**src/bridge_defs.svh**
```systemverilog
/* Pin bridge widths and command byte layout
   Shared by the frame interface and the datapath blocks */

`ifndef BRIDGE_DEFS_SVH
`define BRIDGE_DEFS_SVH

// Wishbone side
`define BR_ADDR_W 32
`define BR_DATA_W 32

// Pin side
`define BR_PIN_W 8 // One byte per clock

// Bytes in one Wishbone word, and the width of an index into them
`define BR_NBYTES 4
`define BR_IDX_W 2

// Command byte layout
`define BR_CMD_WE_BIT 0 // Set for a write frame
`define BR_CMD_SEL_LSB 4 // Byte selects sit in bits 7..4

`endif

```
**src/bridge_pkg.sv**
```systemverilog
/* Pin bridge types
   Sequencer state encoding and the per-cycle pin phase */

package bridge_pkg;

  // Frame sequencer states
  typedef enum logic [2:0] {
    ST_IDLE  = 3'd0, // Waiting for cyc and stb
    ST_ADDR  = 3'd1, // Four address bytes
    ST_WDATA = 3'd2, // Four write-data bytes
    ST_CMD   = 3'd3, // Command byte
    ST_TURN  = 3'd4, // Pins change direction
    ST_RDATA = 3'd5, // Four read bytes from the device
    ST_ACK   = 3'd6  // Pin stage drains, ack follows
  } seq_state_t;

  // What the pins carry in a given cycle
  typedef enum logic [2:0] {
    PH_NONE  = 3'd0,
    PH_ADDR  = 3'd1,
    PH_WDATA = 3'd2,
    PH_CMD   = 3'd3,
    PH_RDATA = 3'd4
  } pin_phase_t;

endpackage

```
**src/frame_if.sv**
```systemverilog
/* Frame control bundle from the sequencer to the pin datapath
   Phase, byte index, word latch and read-complete strobe */

`timescale 1ns/1ps
`include "bridge_defs.svh"

interface frame_if;
  import bridge_pkg::*;

  pin_phase_t            phase;     // Pin phase for the coming byte
  logic [`BR_IDX_W-1:0] byte_idx;  // Byte lane within the phase
  logic                  latch;     // Capture the Wishbone word
  logic                  done_word; // Last read byte this cycle

  // Maps a sequencer state onto the phase the pins carry
  function automatic pin_phase_t phase_of(input seq_state_t s);
    case (s)
      ST_ADDR:  phase_of = PH_ADDR;
      ST_WDATA: phase_of = PH_WDATA;
      ST_CMD:   phase_of = PH_CMD;
      ST_RDATA: phase_of = PH_RDATA;
      default:  phase_of = PH_NONE; // IDLE, TURN and ACK leave the pins quiet
    endcase
  endfunction

  modport seq (
    output phase,
    output byte_idx,
    output latch,
    output done_word,
    import phase_of
  );

  modport dp (
    input phase,
    input byte_idx,
    input latch,
    input done_word
  );

endinterface

```
**src/frame_sequencer.sv**
```systemverilog
/* Frame sequencer
   Runs one pin frame per Wishbone cycle and returns a single-cycle ack */

`timescale 1ns/1ps

module frame_sequencer (
  input  logic clk,
  input  logic arst_n,
  input  logic cyc,
  input  logic stb,
  input  logic we,
  output logic ack,
  output logic cnt_load,
  output logic cnt_en,
  input  logic cnt_last,
  frame_if.seq fr
);
  import bridge_pkg::*;

  seq_state_t state;
  seq_state_t state_nxt;
  logic       start;

  // While ack is up the request on the bus is the one just finished
  assign start = cyc && stb && !ack;

  assign fr.phase = fr.phase_of(state);

  always_ff @(posedge clk or negedge arst_n) begin
    if (!arst_n) begin
      state <= ST_IDLE;
    end else begin
      state <= state_nxt;
    end
  end

  always_comb begin
    state_nxt    = state;
    cnt_load     = 1'b0;
    cnt_en       = 1'b0;
    fr.latch     = 1'b0;
    fr.done_word = 1'b0;
    case (state)
      ST_IDLE: begin
        if (start) begin
          state_nxt = ST_ADDR;
          cnt_load  = 1'b1; // Address starts at byte 0
          fr.latch  = 1'b1;
        end
      end
      ST_ADDR: begin
        cnt_en = 1'b1;
        if (cnt_last) begin
          state_nxt = we ? ST_WDATA : ST_CMD;
          cnt_load  = 1'b1;
        end
      end
      ST_WDATA: begin
        cnt_en = 1'b1;
        if (cnt_last) begin
          state_nxt = ST_CMD;
          cnt_load  = 1'b1;
        end
      end
      ST_CMD: begin
        state_nxt = we ? ST_ACK : ST_TURN;
      end
      ST_TURN: begin
        state_nxt = ST_RDATA;
        cnt_load  = 1'b1; // Read lanes from 0
      end
      ST_RDATA: begin
        cnt_en = 1'b1;
        if (cnt_last) begin
          state_nxt    = ST_ACK;
          fr.done_word = 1'b1;
        end
      end
      ST_ACK: begin
        state_nxt = ST_IDLE;
      end
      default: begin
        state_nxt = ST_IDLE;
      end
    endcase
  end

  // The pin side runs one cycle behind the state, so ack is registered
  // to land after the last byte has left or arrived on the pins
  always_ff @(posedge clk or negedge arst_n) begin
    if (!arst_n) begin
      ack <= 1'b0;
    end else begin
      ack <= (state == ST_ACK) && cyc && stb;
    end
  end

  a_ack_single: assert property (
    @(posedge clk) disable iff (!arst_n)
    ack |=> !ack
  ) else $error("ack held for more than one cycle");

  a_ack_with_req: assert property (
    @(posedge clk) disable iff (!arst_n)
    ack |-> (cyc && stb)
  ) else $error("ack without cyc and stb");

endmodule

```
**src/byte_counter.sv**
```systemverilog
/* Byte index counter
   Paces the four bytes of each multi-byte frame phase */

`timescale 1ns/1ps
`include "bridge_defs.svh"

module byte_counter (
  input  logic                  clk,
  input  logic                  arst_n,
  input  logic                  load,
  input  logic                  en,
  output logic [`BR_IDX_W-1:0] count,
  output logic                  last
);

  always_ff @(posedge clk or negedge arst_n) begin
    if (!arst_n) begin
      count <= '0;
    end else if (load) begin
      count <= '0; // Load wins over en
    end else if (en) begin
      count <= count + 1'b1;
    end
  end

  // Final byte of the phase is being stepped past
  assign last = en && (count == (`BR_NBYTES - 1));

endmodule

```
**src/byte_serializer.sv**
```systemverilog
/* Pin byte serializer
   Holds the latched request and drives one registered byte per clock */

`timescale 1ns/1ps
`include "bridge_defs.svh"

module byte_serializer (
  input  logic                  clk,
  input  logic                  arst_n,
  input  logic [`BR_ADDR_W-1:0] adr,
  input  logic [`BR_DATA_W-1:0] dat_w,
  input  logic [`BR_NBYTES-1:0] sel,
  input  logic                  we,
  frame_if.dp                   fr,
  output logic [`BR_PIN_W-1:0]  pin_out,
  output logic                  pin_valid,
  output logic                  pin_oe
);
  import bridge_pkg::*;

  logic [`BR_ADDR_W-1:0] adr_q;
  logic [`BR_DATA_W-1:0] dat_q;
  logic [`BR_PIN_W-1:0]  cmd_q;
  logic [`BR_PIN_W-1:0]  cmd_byte;
  logic [`BR_PIN_W-1:0]  byte_nxt;
  logic                  drive;

  always_comb begin
    cmd_byte = '0;
    cmd_byte[`BR_CMD_WE_BIT] = we;
    cmd_byte[`BR_CMD_SEL_LSB +: `BR_NBYTES] = sel;
  end

  always_ff @(posedge clk) begin
    if (fr.latch) begin
      adr_q <= adr;
      dat_q <= dat_w;
      cmd_q <= cmd_byte;
    end
  end

  always_comb begin
    case (fr.phase)
      PH_ADDR:  byte_nxt = adr_q[fr.byte_idx*`BR_PIN_W +: `BR_PIN_W]; // LSB first
      PH_WDATA: byte_nxt = dat_q[fr.byte_idx*`BR_PIN_W +: `BR_PIN_W];
      PH_CMD:   byte_nxt = cmd_q;
      default:  byte_nxt = '0;
    endcase
  end

  assign drive = fr.phase inside {PH_ADDR, PH_WDATA, PH_CMD};

  always_ff @(posedge clk) begin
    pin_out <= byte_nxt;
  end

  always_ff @(posedge clk or negedge arst_n) begin
    if (!arst_n) begin
      pin_valid <= 1'b0;
      pin_oe    <= 1'b0;
    end else begin
      pin_valid <= drive;
      pin_oe    <= drive; // Released through TURN and RDATA
    end
  end

  // Pins are already released when read data starts, so a turnaround always precedes it
  a_no_drive_in_rdata: assert property (
    @(posedge clk) disable iff (!arst_n)
    (fr.phase == PH_RDATA) |-> !pin_oe ##1 !pin_oe
  ) else $error("pins driven while the device returns read data");

endmodule

```
**src/word_assembler.sv**
```systemverilog
/* Read word assembler
   Collects the four read bytes from the pins into the Wishbone read word */

`timescale 1ns/1ps
`include "bridge_defs.svh"

module word_assembler (
  input  logic                  clk,
  input  logic                  arst_n,
  input  logic [`BR_PIN_W-1:0]  pin_in,
  frame_if.dp                   fr,
  output logic [`BR_DATA_W-1:0] dat_r
);
  import bridge_pkg::*;

  logic                  rd_q;
  logic                  done_q;
  logic [`BR_IDX_W-1:0] idx_q;
  logic [`BR_DATA_W-1:0] word_q;
  logic [`BR_DATA_W-1:0] word_nxt;

  // Pins trail the sequencer by one cycle, so the controls are delayed to match
  always_ff @(posedge clk or negedge arst_n) begin
    if (!arst_n) begin
      rd_q   <= 1'b0;
      done_q <= 1'b0;
      idx_q  <= '0;
    end else begin
      rd_q   <= (fr.phase == PH_RDATA);
      done_q <= fr.done_word;
      idx_q  <= fr.byte_idx;
    end
  end

  always_comb begin
    word_nxt = word_q;
    word_nxt[idx_q*`BR_PIN_W +: `BR_PIN_W] = pin_in; // Lane named by byte index
  end

  always_ff @(posedge clk) begin
    if (rd_q) begin
      word_q <= word_nxt;
    end
    if (done_q) begin
      dat_r <= word_nxt; // Whole word updates at once, stable until next read
    end
  end

endmodule

```
**src/pin_bridge_top.sv**
```systemverilog
/* Wishbone to byte-serial pin bridge
   Sequencer, byte counter, serializer and read assembler */

`timescale 1ns/1ps
`include "bridge_defs.svh"

module pin_bridge_top (
  input  logic                  clk,
  input  logic                  arst_n,
  input  logic                  wb_cyc,
  input  logic                  wb_stb,
  input  logic                  wb_we,
  input  logic [`BR_ADDR_W-1:0] wb_adr,
  input  logic [`BR_DATA_W-1:0] wb_dat_w,
  input  logic [`BR_NBYTES-1:0] wb_sel,
  output logic                  wb_ack,
  output logic [`BR_DATA_W-1:0] wb_dat_r,
  output logic [`BR_PIN_W-1:0]  pin_out,
  output logic                  pin_valid,
  output logic                  pin_oe,
  input  logic [`BR_PIN_W-1:0]  pin_in
);

  logic cnt_load;
  logic cnt_en;
  logic cnt_last;

  frame_if fr ();

  frame_sequencer u_seq (
    .clk      (clk),
    .arst_n   (arst_n),
    .cyc      (wb_cyc),
    .stb      (wb_stb),
    .we       (wb_we),
    .ack      (wb_ack),
    .cnt_load (cnt_load),
    .cnt_en   (cnt_en),
    .cnt_last (cnt_last),
    .fr       (fr.seq)
  );

  byte_counter u_cnt (
    .clk    (clk),
    .arst_n (arst_n),
    .load   (cnt_load),
    .en     (cnt_en),
    .count  (fr.byte_idx), // Index goes straight onto the frame bundle
    .last   (cnt_last)
  );

  byte_serializer u_ser (
    .clk       (clk),
    .arst_n    (arst_n),
    .adr       (wb_adr),
    .dat_w     (wb_dat_w),
    .sel       (wb_sel),
    .we        (wb_we),
    .fr        (fr.dp),
    .pin_out   (pin_out),
    .pin_valid (pin_valid),
    .pin_oe    (pin_oe)
  );

  word_assembler u_asm (
    .clk    (clk),
    .arst_n (arst_n),
    .pin_in (pin_in),
    .fr     (fr.dp),
    .dat_r  (wb_dat_r)
  );

endmodule

```
**config.mk**
```make
export PLATFORM = sky130hd
export DESIGN_NAME = pin_bridge_top
export DESIGN_NICKNAME = d
export VERILOG_FILES = /design/src/bridge_pkg.sv /design/src/frame_if.sv /design/src/frame_sequencer.sv /design/src/byte_counter.sv /design/src/byte_serializer.sv /design/src/word_assembler.sv /design/src/pin_bridge_top.sv
export VERILOG_INCLUDE_DIRS = /design/src
export SDC_FILE = /design/constraint.sdc
export NUM_CORES = 1
export LEC_CHECK = 0
export BUFFER_PORTS_ARGS = -buffer_cell sky130_fd_sc_hd__buf_4
export CORE_ASPECT_RATIO = 0.6
export CORE_MARGIN = 2
export CORE_UTILIZATION = 30
export DETAILED_ROUTE_END_ITERATION = 10
export GPL_TIMING_DRIVEN = 0
export HOLD_SLACK_MARGIN = 0.08
export PLACE_DENSITY_LB_ADDON = 0.08
export SLEW_MARGIN = 20
export SYNTH_ARGS = -nofsm -noshare
export SYNTH_HDL_FRONTEND = slang
export SYNTH_SLANG_ARGS = --single-unit
export TNS_END_PERCENT = 10
```
**constraint.sdc**
```tcl
create_clock -name clk -period 8 [get_ports clk]
set_input_delay 1.6 -clock clk [delete_from_list [all_inputs] [get_ports clk]]
set_output_delay 1.6 -clock clk [all_outputs]
set_load 0.01 [all_outputs]
```
**Word level (Yosys, flattened, before mapping)**

Index checks and enable logic that the tools add are counted.

- Div/mod/pow operators: 0
- $mul: 0
- Mux-type cells: 18
- $lt $le $gt $ge: 0
- Reduce and logical (&&, ||, !) cells: 12
- Bitwise gates (word level): 0
- Eq/ne operators: 15
- Add/subtract/negate cells: 2
- Shifts and indexed selects: 4

Operator list:

| kind | count |
|---|---|
| indexed part select 32 x 6 -> 8 bit | 2 |
| negation 5 -> 34 bit | 1 |
| variable shift 8 x 34 -> 32 bit, first input constant | 1 |
| indexed part select 8 x 34 -> 32 bit | 1 |
| bitwise mux 32 bit | 1 |
| case mux 8 bit (3 select lines) | 1 |
| case mux 3 bit (6 select lines) | 1 |
| equality test 3 x 2 -> 1 bit, second input constant | 4 |
| equality test 3 bit, second input constant | 4 |
| 2-to-1 mux 3 bit | 4 |
| case mux 3 bit (4 select lines) | 1 |
| equality test 3 x 1 -> 1 bit, second input constant | 2 |
| 2-to-1 mux 1 bit | 6 |
| 2-to-1 mux 2 bit | 3 |
| inequality test 2 bit, second input constant | 3 |
| logical AND 1 bit | 5 |
| AND reduction 4 bit | 1 |
| zero test 3 bit | 1 |
| case mux 1 bit (3 select lines) | 1 |
| nonzero test 3 bit | 1 |
| OR reduction 3 bit | 1 |
| adder 2 x 1 -> 2 bit, second input constant | 1 |
| equality test 2 bit, second input constant | 1 |
| inequality test 2 x 1 -> 1 bit, second input constant | 1 |
| 3 further kinds | 3 |

- Bits in latches: 0
- Flip-flop bits (word level): 152
- ROM bits: 0
- Output and inout port bits: 43
- Input bits: 81
- Logic and storage cells: 64
- Memory bits (writable): 0
- Memories: 0

**Depth between registers and ports, before layout**

Gate-level depths: netlist of run 1.

- Depth in word-level cells: 7
- Gate-level depth with buffers: 6
- Gate-level depth less buffers: 6

**Worst setup path after synthesis of run 1**

No wires, ideal clock.

- Path type: in2reg
- Start: input wb_stb
- End: register u_ser.adr_q[0] (enable)
- Path slack: 0.922 ns
- Path buffers: 0
- Setup time: 0.581 ns
- Stages on the path: 2
- Data arrival time: 6.497 ns
- Cell sequence: nand3b_1 nor3_1

- Word-level cells in the longest chain between the ends: 4

Ends and longest elaborated chain:

| element | RTL line | source |
|---|---|---|
| from (decl) | pin_bridge_top.sv:11 | `input logic wb_stb,` |
| logical AND 1 bit (2 in series) | frame_sequencer.sv:25 | `assign start = cyc && stb && !ack;` |
| 2-to-1 mux 1 bit | frame_sequencer.sv:45 | `if (start) begin` |
| 2-to-1 mux 1 bit | frame_sequencer.sv:43 | `case (state)` |
| via fr.latch | frame_if.sv:12 | `logic latch;` |
| to (signal assigned) | byte_serializer.sv:36 | `adr_q <= adr;` |
| to (decl) | byte_serializer.sv:21 | `` logic [`BR_ADDR_W-1:0] adr_q; `` |

The timed path passes the listed nets, and every way through them passes these cells.
A chain may end at the register's enable or synchronous reset.

**Worst setup path after layout of run 1**

- Start: input wb_stb
- End: register u_ser.adr_q[28] (enable)

The elaborated chain is that of the path after synthesis.

==> results.json, run 1 <==
{
  "status": "finished, final reports clean",
  "avgSynthCellArea_um2": 15.5,
  "cts_max_level": 4,
  "rows": 39,
  "insertedDiodeCount": 0,
  "slew_headroom": 0.458,
  "cts.sinks": 152,
  "tightest_slew_ns": 0.813,
  "clkTransAtPathRegs_ns": 0.06,
  "port_buffers": 123,
  "crit_path_end_kind": "flop",
  "wire_per_inst_um": 17.0,
  "finalWeightedCongestion": 0.782,
  "synth_area_leader_cell": "edfxtp_1",
  "syn-cell-area_um2": 5820,
  "start_util": 0.306,
  "syn_nets": 462,
  "clock-root-buffer": "clkbuf_16",
  "peakVddDrop_uv": 177,
  "vias": 3451,
  "skew_ns": 0.0129,
  "post_cts_buffers": 0,
  "startpoint_type": "input port",
  "fin_area_um2": 7690,
  "power.total_uw": 2540,
  "period_share": 0.393,
  "drtAntennaViolNets": 0,
  "grt_pass1_wl_mm": 20.1,
  "critPathKind": "input port to flop",
  "endpoint": "u_ser.adr_q[28]$_DFFE_PP_",
  "startpoint": "wb_stb",
  "rsz0062_at_grt": "no",
  "grt_usage": 0.135,
  "rrSetupSlack_ns": 5.53,
  "clock_latency_ns": 0.42,
  "cellPowerDensity_nw_per_um2": 330,
  "regArea_um2": 4430,
  "ys_seq_area_frac": 0.761,
  "drt_first_pass_iters": 5,
  "drt-total-wl_mm": 13.3,
  "drc": 0,
  "io_pins": 124,
  "syn_inst": 375,
  "cts_hold_buf": 0,
  "die-height_um": 112,
  "cts_buffers": 17,
  "critical_path.max_fanout": 11,
  "ys.flop_type": "edfxtp_1",
  "drive_above_1_share": 0.348,
  "synth_common_cells": "edfxtp_1 (133), o21ai_0 (41), nand2_1 (37)",
  "arrival_ns": 3.27,
  "grt_max_degree": 33,
  "die_w_um": 184,
  "async_flop_share": 0.0724,
  "hold_class": "flop to flop",
  "place_hpwl_mm": 9.43,
  "layout.cells.non_filler": 784,
  "synth_cell_type_count": 44,
  "synth_warnings": 0,
  "synth_area_leaders": "edfxtp_1 (69%), dfrtp_1 (4.7%), o21ai_0 (3.5%)",
  "viasPerCell": 4.40,
  "critical_path.reg2reg.endpoint": "u_ser.adr_q[28]$_DFFE_PP_",
  "required_ns": 8.13,
  "coreArea_um2": 19000,
  "worstRegToRegCells": 5,
  "fmax_ghz": 0.318,
  "hold_viol": 0,
  "die_area_um2": 20600,
  "synth_top_area_share": 0.686,
  "dpl-instance-area_um2": 7140,
  "antenna_found_initial": 0,
  "leakage_uw": 0.00294,
  "synth_most_common_cell": "edfxtp_1",
  "fillers": 1800,
  "ys_seq_elements": 152,
  "drv_cap": 0,
  "worstReg2RegStart": "u_seq.state[0]$_DFFE_PN0P_",
  "setup-violations-final": 0,
  "grt_overflow": 0,
  "synth-edff-count": 133,
  "dp.cells": 752,
  "ctsResizeCount": 0,
  "cts_tree": "built",
  "synthToLayoutAreaGrowth_pct": 32.1,
  "grt_pass1_vias": 3527,
  "final_nets": 612,
  "period_needed_ns": 3.14,
  "multiInputGateArea_um2": 1170,
  "first_iter_violations": 263,
  "drv_slew": 0,
  "clock_path_buffers": 2
}
## power breakdown
part	total (uW)	switching, uW	internal, uW	leakage (uW)
sequential	1150	81.8	1070	0.00142
clock	756	328	428	0.000256
combinational	632	358	274	0.00126
## layout by cell type (no fill, tap or decap), types with 5 or more instances in the layout
master       n
dfxtp_1      8
inv_1       35
nor2_1       6
a21oi_1      7
o22ai_1      6
mux2i_1     12
ha_1         6
o21ai_0     41
a22o_1       6
clkbuf_1     6
clkbuf_16   17
nand2_1     37
o21ai_1      9
dfrtp_1      9
o221ai_1     6
buf_4      130
mux2_2       5
edfxtp_1   133
## through the flow
step | util | hold WS (ns) | setup WS, ns | setup TNS [ns]
after floorplan | - | 0.398 | 0.922 | 0
after global placement | 0.371 | 0.421 | -1.22 | -83.97
after detailed placement | 0.375 | 0.426 | 4.38 | 0
after CTS | 0.404 | 0.451 | 4.84 | 0
after global routing | 0.404 | 0.469 | 4.73 | 0
final | 0.404 | 0.444 | 4.86 | 0
## final cells by class
| class | instances | share of cell area |
|---|---|---|
| multi-input cells | 174 | 0.152 |
| clock buffers | 18 | 0.0558 |
| well taps | 246 | 0.0400 |
| inverters | 36 | 0.0176 |
| plain buffers | 13 | 0.0124 |
| flip-flops and latches | 152 | 0.576 |
| clock inverters | 14 | 0.0161 |
| repair buffers | 131 | 0.130 |
## worst min path at each step
stage                               startpoint                       end  slack (ns)  cells after the start
floorplan           u_cnt.count[1]$_DFFE_PN0P_  u_asm.idx_q[1]$_DFF_PN0_        0.40                      0
global placement    u_cnt.count[0]$_DFFE_PN0P_  u_asm.idx_q[0]$_DFF_PN0_        0.42                      0
detailed placement  u_cnt.count[1]$_DFFE_PN0P_  u_asm.idx_q[1]$_DFF_PN0_        0.43                      0
finish              u_cnt.count[0]$_DFFE_PN0P_  u_asm.idx_q[0]$_DFF_PN0_        0.44                      0
CTS                 u_cnt.count[0]$_DFFE_PN0P_  u_asm.idx_q[0]$_DFF_PN0_        0.45                      0
global route        u_cnt.count[0]$_DFFE_PN0P_  u_asm.idx_q[0]$_DFF_PN0_        0.47                      0
## per-layer routing
| metal | up-vias | part of all wire | global-route usage |
|---|---|---|---|
| li1 | 1694 | - | - |
| met1 | 1640 | 0.51 | 0.199 |
| met2 | 104 | 0.41 | 0.177 |
| met3 | 13 | 0.064 | 0.0429 |
| met4 | 0 | 0.014 | 0.0624 |
| met5 | - | 0 | 0 |
## flip-flops by register name, summed over array words and instances, names as in the netlist, 3 cells and up
register,count
u_ser.cmd_q,5
u_ser.adr_q,32
u_ser.dat_q,32
u_seq.state,3
u_ser.pin_out,8
u_asm.word_q,32
u_asm.dat_r,32
## cell families after synthesis
| kind of cell | synth area share |
|---|---|
| buf+inv | 0.0396 |
| fa+ha+maj | 0.0129 |
| flops | 0.761 |
| compound gates | 0.0789 |
| simple gates | 0.0555 |
| mux | 0.0522 |
## worst max-delay path, stage by stage
cell,delay [ns]
buf_4,0.09
nand3b_1,0.15
nor3_2,0.67
buf_4,0.32
buf_4,0.21
buf_4,0.22
No activity file was read; power rests on OpenSTA's default activity.
==> run 2: changes to the inputs <==
--- a/config.mk
+++ b/config.mk
@@ -6,6 +6,7 @@
 export SDC_FILE = /design/constraint.sdc
 export NUM_CORES = 1
 export LEC_CHECK = 0
+export ABC_AREA = 1
 export BUFFER_PORTS_ARGS = -buffer_cell sky130_fd_sc_hd__buf_4
 export CORE_ASPECT_RATIO = 0.6
 export CORE_MARGIN = 2
==> constraint.sdc (replaced) <==
create_clock -name clk -period 2.9 [get_ports clk]
set_input_delay 0.58 -clock clk [delete_from_list [all_inputs] [get_ports clk]]
set_output_delay 0.58 -clock clk [all_outputs]
set_load 0.01 [all_outputs]
==> results.json, run 2 <==
{
  "ctsResizeCount": 0,
  "period_needed_ns": 2.54,
  "antenna_found_initial": 0,
  "fmax_ghz": 0.394,
  "drv_slew": 0,
  "synth-edff-count": 133,
  "coreArea_um2": 20000,
  "post_cts_buffers": 0,
  "grt_overflow": 0,
  "startpoint_type": "flop",
  "ys.flop_type": "edfxtp_1",
  "wire_per_inst_um": 16.1,
  "period_share": 0.876,
  "synth_area_leaders": "edfxtp_1 (66%), inv_1 (6.6%), nand3_1 (4.9%)",
  "dpl-instance-area_um2": 7450,
  "ys_seq_area_frac": 0.727,
  "skew_ns": 0.00753,
  "finalWeightedCongestion": 0.774,
  "final_common_cell": "edfxtp_1",
  "clock_path_buffers": 2,
  "port_buffers": 123,
  "io_pins": 124,
  "synthSimpleGateAreaFrac": 0.122,
  "status": "finished, final reports clean",
  "hold_class": "input port to flop",
  "place_hpwl_mm": 11.0,
  "clock_latency_ns": 0.42,
  "cts_buffers": 17,
  "drc": 0,
  "ys_seq_elements": 152,
  "first_iter_violations": 205,
  "clkTransAtPathRegs_ns": 0.06,
  "use_met3": 0.0475,
  "hold_viol": 0,
  "grt_max_degree": 33,
  "cts_tree": "built",
  "synth_top_area_share": 0.656,
  "grt_usage": 0.146,
  "fin_area_um2": 8070,
  "insertedDiodeCount": 0,
  "synthMuxAreaShare": 0,
  "synthToLayoutAreaGrowth_pct": 32.4,
  "async_flop_share": 0.0724,
  "synth_cell_type_count": 28,
  "syn_nets": 587,
  "rows": 40,
  "syn_inst": 500,
  "final_cell_mix": "edfxtp_1 (133), buf_4 (129), inv_1 (105)",
  "required_ns": 3.03,
  "tightest_slew_ns": 0.786,
  "drive_above_1_share": 0.278,
  "drt-total-wl_mm": 15.1,
  "drv_cap": 0,
  "die-height_um": 114,
  "clock-root-buffer": "clkbuf_16",
  "die_area_um2": 21500,
  "synth_area_leader_cell": "edfxtp_1",
  "final_nets": 736,
  "grt_use_met1": 0.234,
  "grt_pass1_vias": 3888,
  "power.total_uw": 7330,
  "start_util": 0.305,
  "synth_xor_area_frac": 0,
  "grt_pass1_wl_mm": 22.8,
  "crit_path_end_kind": "flop",
  "slew_headroom": 0.476,
  "drt_first_pass_iters": 5,
  "cts.sinks": 152,
  "synth_common_cells": "edfxtp_1 (133), inv_1 (107), nand2_1 (78)",
  "grt_busiest_layer": "met1",
  "worstRegToRegCells": 7,
  "avgSynthCellArea_um2": 12.2,
  "setup-violations-final": 0,
  "die_w_um": 188,
  "cellPowerDensity_nw_per_um2": 908,
  "synth_warnings": 0,
  "cts_max_level": 4,
  "syn-cell-area_um2": 6090,
  "peakVddDrop_uv": 380,
  "drtAntennaViolNets": 0,
  "synth_most_common_cell": "edfxtp_1",
  "critPathKind": "flop to flop",
  "synth_top_family_by_area": "simple AND/OR/NAND/NOR gates",
  "fin_setup_tns_ns": 0,
  "hold_depth": 1,
  "viasPerCell": 4.33,
  "synth-compound-area-share": 0.0530,
  "vias": 4047,
  "rsz0062_at_grt": "no",
  "leakage_uw": 0.00342,
  "critical_path.max_fanout": 12,
  "synth_fa_ha_area_frac": 0.0123,
  "gr-usage-met2": 0.177,
  "arrival_ns": 2.67
}
-- run 2: cell types whose count changed after synthesis, sizes merged, moves of 10 or more --
cell   delta
mux2i    -12
o22ai    +18
o21ai    -42
nand3    +59
inv      +74
nand2    +40
nor2     +15
mux2     -10
-- run 2: metal layers --
layer | up-vias | wire [um]
met2 | 112 | 5780
met1 | 1934 | 8120
met4 | 0 | 180
li1 | 1988 | -
met5 | - | 0
met3 | 13 | 980
-- run 2: power by group --
group	total, uW	internal (uW)	switching [uW]
sequential	2960	2790	170
combinational	2110	723	1380
clock	2260	1410	844
total	7330	4930	2400
-- run 2: per-stage QoR --
stage                     setup slack (ns)  utilization  hold WS [ns]  instances
after global routing                 0.179        0.404         0.295        935
after global placement               -1.57        0.370         0.399        896
final                                0.359        0.404         0.329        935
after CTS                            0.317        0.404         0.306        935
after floorplan                     -0.429            -         0.284        500
after detailed placement             0.189        0.373         0.395        902
-- run 2: kinds of logic after synthesis --
logic type / after synthesis
buffers and inverters: 128
AND/OR/NAND/NOR: 167
AO/OA/AOI/OAI: 47
adder cells (fa/ha/maj): 6
flip-flops: 152
-- run 2: critical path, cell delays in order, from the launching register on --
cell	delay [ns]
dfrtp_1	0.46
nor2_2	0.17
nand2_1	0.13
nor4_4	0.57
buf_8	0.24
buf_4	0.23
buf_4	0.25
buf_6	0.19
-- run 2: path summary, 6_finish.rpt --
kind                                             from                         to  slack (ns)
max                        u_seq.state[0]$_DFFE_PN0P_  u_ser.dat_q[23]$_DFFE_PP_        0.36
min reg2reg                u_cnt.count[1]$_DFFE_PN0P_   u_asm.idx_q[1]$_DFF_PN0_        0.41
min in group asynchronous                      arst_n     u_asm.done_q$_DFF_PN0_        0.54
max reg2reg                u_seq.state[0]$_DFFE_PN0P_  u_ser.dat_q[23]$_DFFE_PP_        0.36
min                                         wb_adr[8]   u_ser.adr_q[8]$_DFFE_PP_        0.33
max in group asynchronous                      arst_n       u_asm.rd_q$_DFF_PN0_        2.19
-- run 2: what timing repair did --
action / CTS / global route
hold endpoints to repair: 11 / 0
hold buffers: 1 / 0
setup endpoints to repair: 0 / 0
-- run 2: area by class of cell --
class / count / area, um^2
Clock buffer: 23 / 478
Tap cell: 273 / 342
Sequential cell: 152 / 4430
Multi-Input combinational cell: 220 / 1160
Fill cell: 1950 / 11900
Buffer: 18 / 105
Inverter: 110 / 430
Timing Repair Buffer: 130 / 997
Clock inverter: 9 / 124
==> run 3: changes to the inputs <==
--- a/config.mk
+++ b/config.mk
@@ -8,12 +8,12 @@
 export LEC_CHECK = 0
 export ABC_AREA = 1
 export BUFFER_PORTS_ARGS = -buffer_cell sky130_fd_sc_hd__buf_4
-export CORE_ASPECT_RATIO = 0.6
 export CORE_MARGIN = 2
 export CORE_UTILIZATION = 30
 export DETAILED_ROUTE_END_ITERATION = 10
 export GPL_TIMING_DRIVEN = 0
 export HOLD_SLACK_MARGIN = 0.08
+export MAX_ROUTING_LAYER = met4
 export PLACE_DENSITY_LB_ADDON = 0.08
 export SLEW_MARGIN = 20
 export SYNTH_ARGS = -nofsm -noshare
==> results.json, run 3 (same netlist as run 2, synthesis figures left out) <==
{
  "period_needed_ns": 2.37,
  "die_area_um2": 21500,
  "port_buffers": 123,
  "fmax_ghz": 0.423,
  "start_util": 0.303,
  "rows": 52,
  "slew_headroom": 0.511,
  "worstRegToRegCells": 6,
  "cts_tree": "built",
  "setup-violations-final": 0,
  "dpl-instance-area_um2": 7440,
  "startpoint": "u_asm.idx_q[0]$_DFF_PN0_",
  "viasPerCell": 4.21,
  "grt_pass1_wl_mm": 21.2,
  "cts.sinks": 152,
  "startpoint_type": "flop",
  "drc": 0,
  "cellPowerDensity_nw_per_um2": 899,
  "grt_usage": 0.135,
  "period_share": 0.816,
  "skew_ns": 0.00616,
  "cts_hold_buf": 1,
  "final_nets": 736,
  "place_hpwl_mm": 9.99,
  "crit_chain": "clkbuf_1 -> inv_1 -> ha_1 -> clkbuf_1 -> nand3_1 -> o32ai_1",
  "cts_buffers": 17,
  "rrSetupSlack_ns": 0.53,
  "arrival_ns": 2.54,
  "drtAntennaViolNets": 0,
  "clock_latency_ns": 0.41,
  "layout.cells.non_filler": 930,
  "insertedDiodeCount": 0,
  "drt-total-wl_mm": 13.6,
  "drv_slew": 0,
  "required_ns": 3.07,
  "cp_top_family": "buffers and inverters",
  "leakage_uw": 0.00341,
  "path_buf_inv": 3,
  "worst-path-stages": 6,
  "first_iter_violations": 294,
  "status": "finished, final reports clean",
  "ctsResizeCount": 0,
  "fin_hold_ws_ns": 0.339,
  "endpoint": "u_asm.dat_r[23]$_DFFE_PP_",
  "cpPeakStageDelay_ns": 0.49,
  "slowest_stage": "o32ai_1",
  "critical_path.reg2reg.endpoint": "u_asm.dat_r[23]$_DFFE_PP_",
  "worstReg2RegStart": "u_asm.idx_q[0]$_DFF_PN0_",
  "wire_per_inst_um": 14.6,
  "drv_cap": 0,
  "finalWeightedCongestion": 0.743,
  "grt_pass1_vias": 3943,
  "dp.cells": 899,
  "cts_max_level": 4,
  "clock_path_buffers": 2,
  "vias": 3916,
  "antenna_found_initial": 0,
  "fin_area_um2": 8040,
  "drive_above_1_share": 0.273,
  "grt_max_degree": 33,
  "critical_path.max_fanout": 9,
  "coreArea_um2": 20100,
  "drt_first_pass_iters": 5,
  "final_common_cell": "edfxtp_1",
  "die-height_um": 146,
  "clkTransAtPathRegs_ns": 0.06,
  "crit_path_end_kind": "flop",
  "clock-root-buffer": "clkbuf_16",
  "crit_top_cell": "clkbuf_1",
  "synthToLayoutAreaGrowth_pct": 32.1,
  "critPathKind": "flop to flop",
  "peakVddDrop_uv": 412,
  "final_cell_mix": "edfxtp_1 (133), buf_4 (130), inv_1 (105)",
  "grt_overflow": 0,
  "rsz0062_at_grt": "no",
  "io_pins": 124,
  "post_cts_buffers": 0,
  "die_w_um": 146,
  "hold_class": "input port to flop",
  "tightest_slew_ns": 0.734,
  "hold_viol": 0
}
==> run 3: changes by cell type in the layout (fill, tap and decap cells not counted) <==
cell        before  now
buf_8            2    1
clkinv_4         0    2
bufinv_16        3    4
clkinv_1         1    3
clkinv_2         3    1
buf_4          129  130
clkbuf_8         3    0
clkinvlp_4       2    0
==> run 3: cell type report <==
class                           count  area, um^2
Fill cell                        1935       12100
Inverter                          110         430
Tap cell                          270         338
Clock inverter                     10         154
Multi-Input combinational cell    220        1160
Clock buffer                       20         437
Timing Repair Buffer              130         990
Buffer                             18         105
Sequential cell                   152        4430
==> run 3: worst register-to-register path, cell delays in order, from the launching register on <==
cell      delay (ns)
dfrtp_1         0.40
clkbuf_1        0.20
inv_1           0.18
ha_1            0.16
clkbuf_1        0.33
nand3_1         0.36
o32ai_1         0.49
==> run 3: worst min path at each step <==
stage                                     from                        end  slack (ns)  depth (start not counted)
CTS                                 wb_adr[21]  u_ser.adr_q[21]$_DFFE_PP_        0.31                          1
floorplan                               arst_n     u_asm.done_q$_DFF_PN0_        0.28                          0
detailed placement  u_cnt.count[1]$_DFFE_PN0P_   u_asm.idx_q[1]$_DFF_PN0_        0.40                          0
global route                      wb_dat_w[15]  u_ser.dat_q[15]$_DFFE_PP_        0.31                          1
global placement    u_cnt.count[1]$_DFFE_PN0P_   u_asm.idx_q[1]$_DFF_PN0_        0.40                          0
finish                             wb_dat_w[7]   u_ser.dat_q[7]$_DFFE_PP_        0.34                          1
==> run 3: metrics by stage <==
step / setup WS, ns / TNS [ns] / power, uW / utilization
2_1_floorplan: -0.429 / -29.59 / 4300 / -
3_3_place_gp: -1.57 / -108.22 / 5040 / 0.367
3_5_place_dp: 0.441 / 0 / 5060 / 0.370
4_1_cts: 0.556 / 0 / 7350 / 0.400
5_1_grt: 0.399 / 0 / 7660 / 0.400
6_report: 0.535 / 0 / 7230 / 0.400
==> run 3: where the power goes <==
group	internal, uW	leakage (uW)	switching, uW
clock network	1420	0.000286	830
logic	719	0.00171	1300
registers	2790	0.00141	166
==> run 3: layer usage <==
metal	wire, um	track usage	vias to the layer above
met1	6310	0.173	1799
li1	-	-	1990
met4	159	0.0437	0
met5	0	-	-
met2	6470	0.209	118
met3	665	0.0372	9
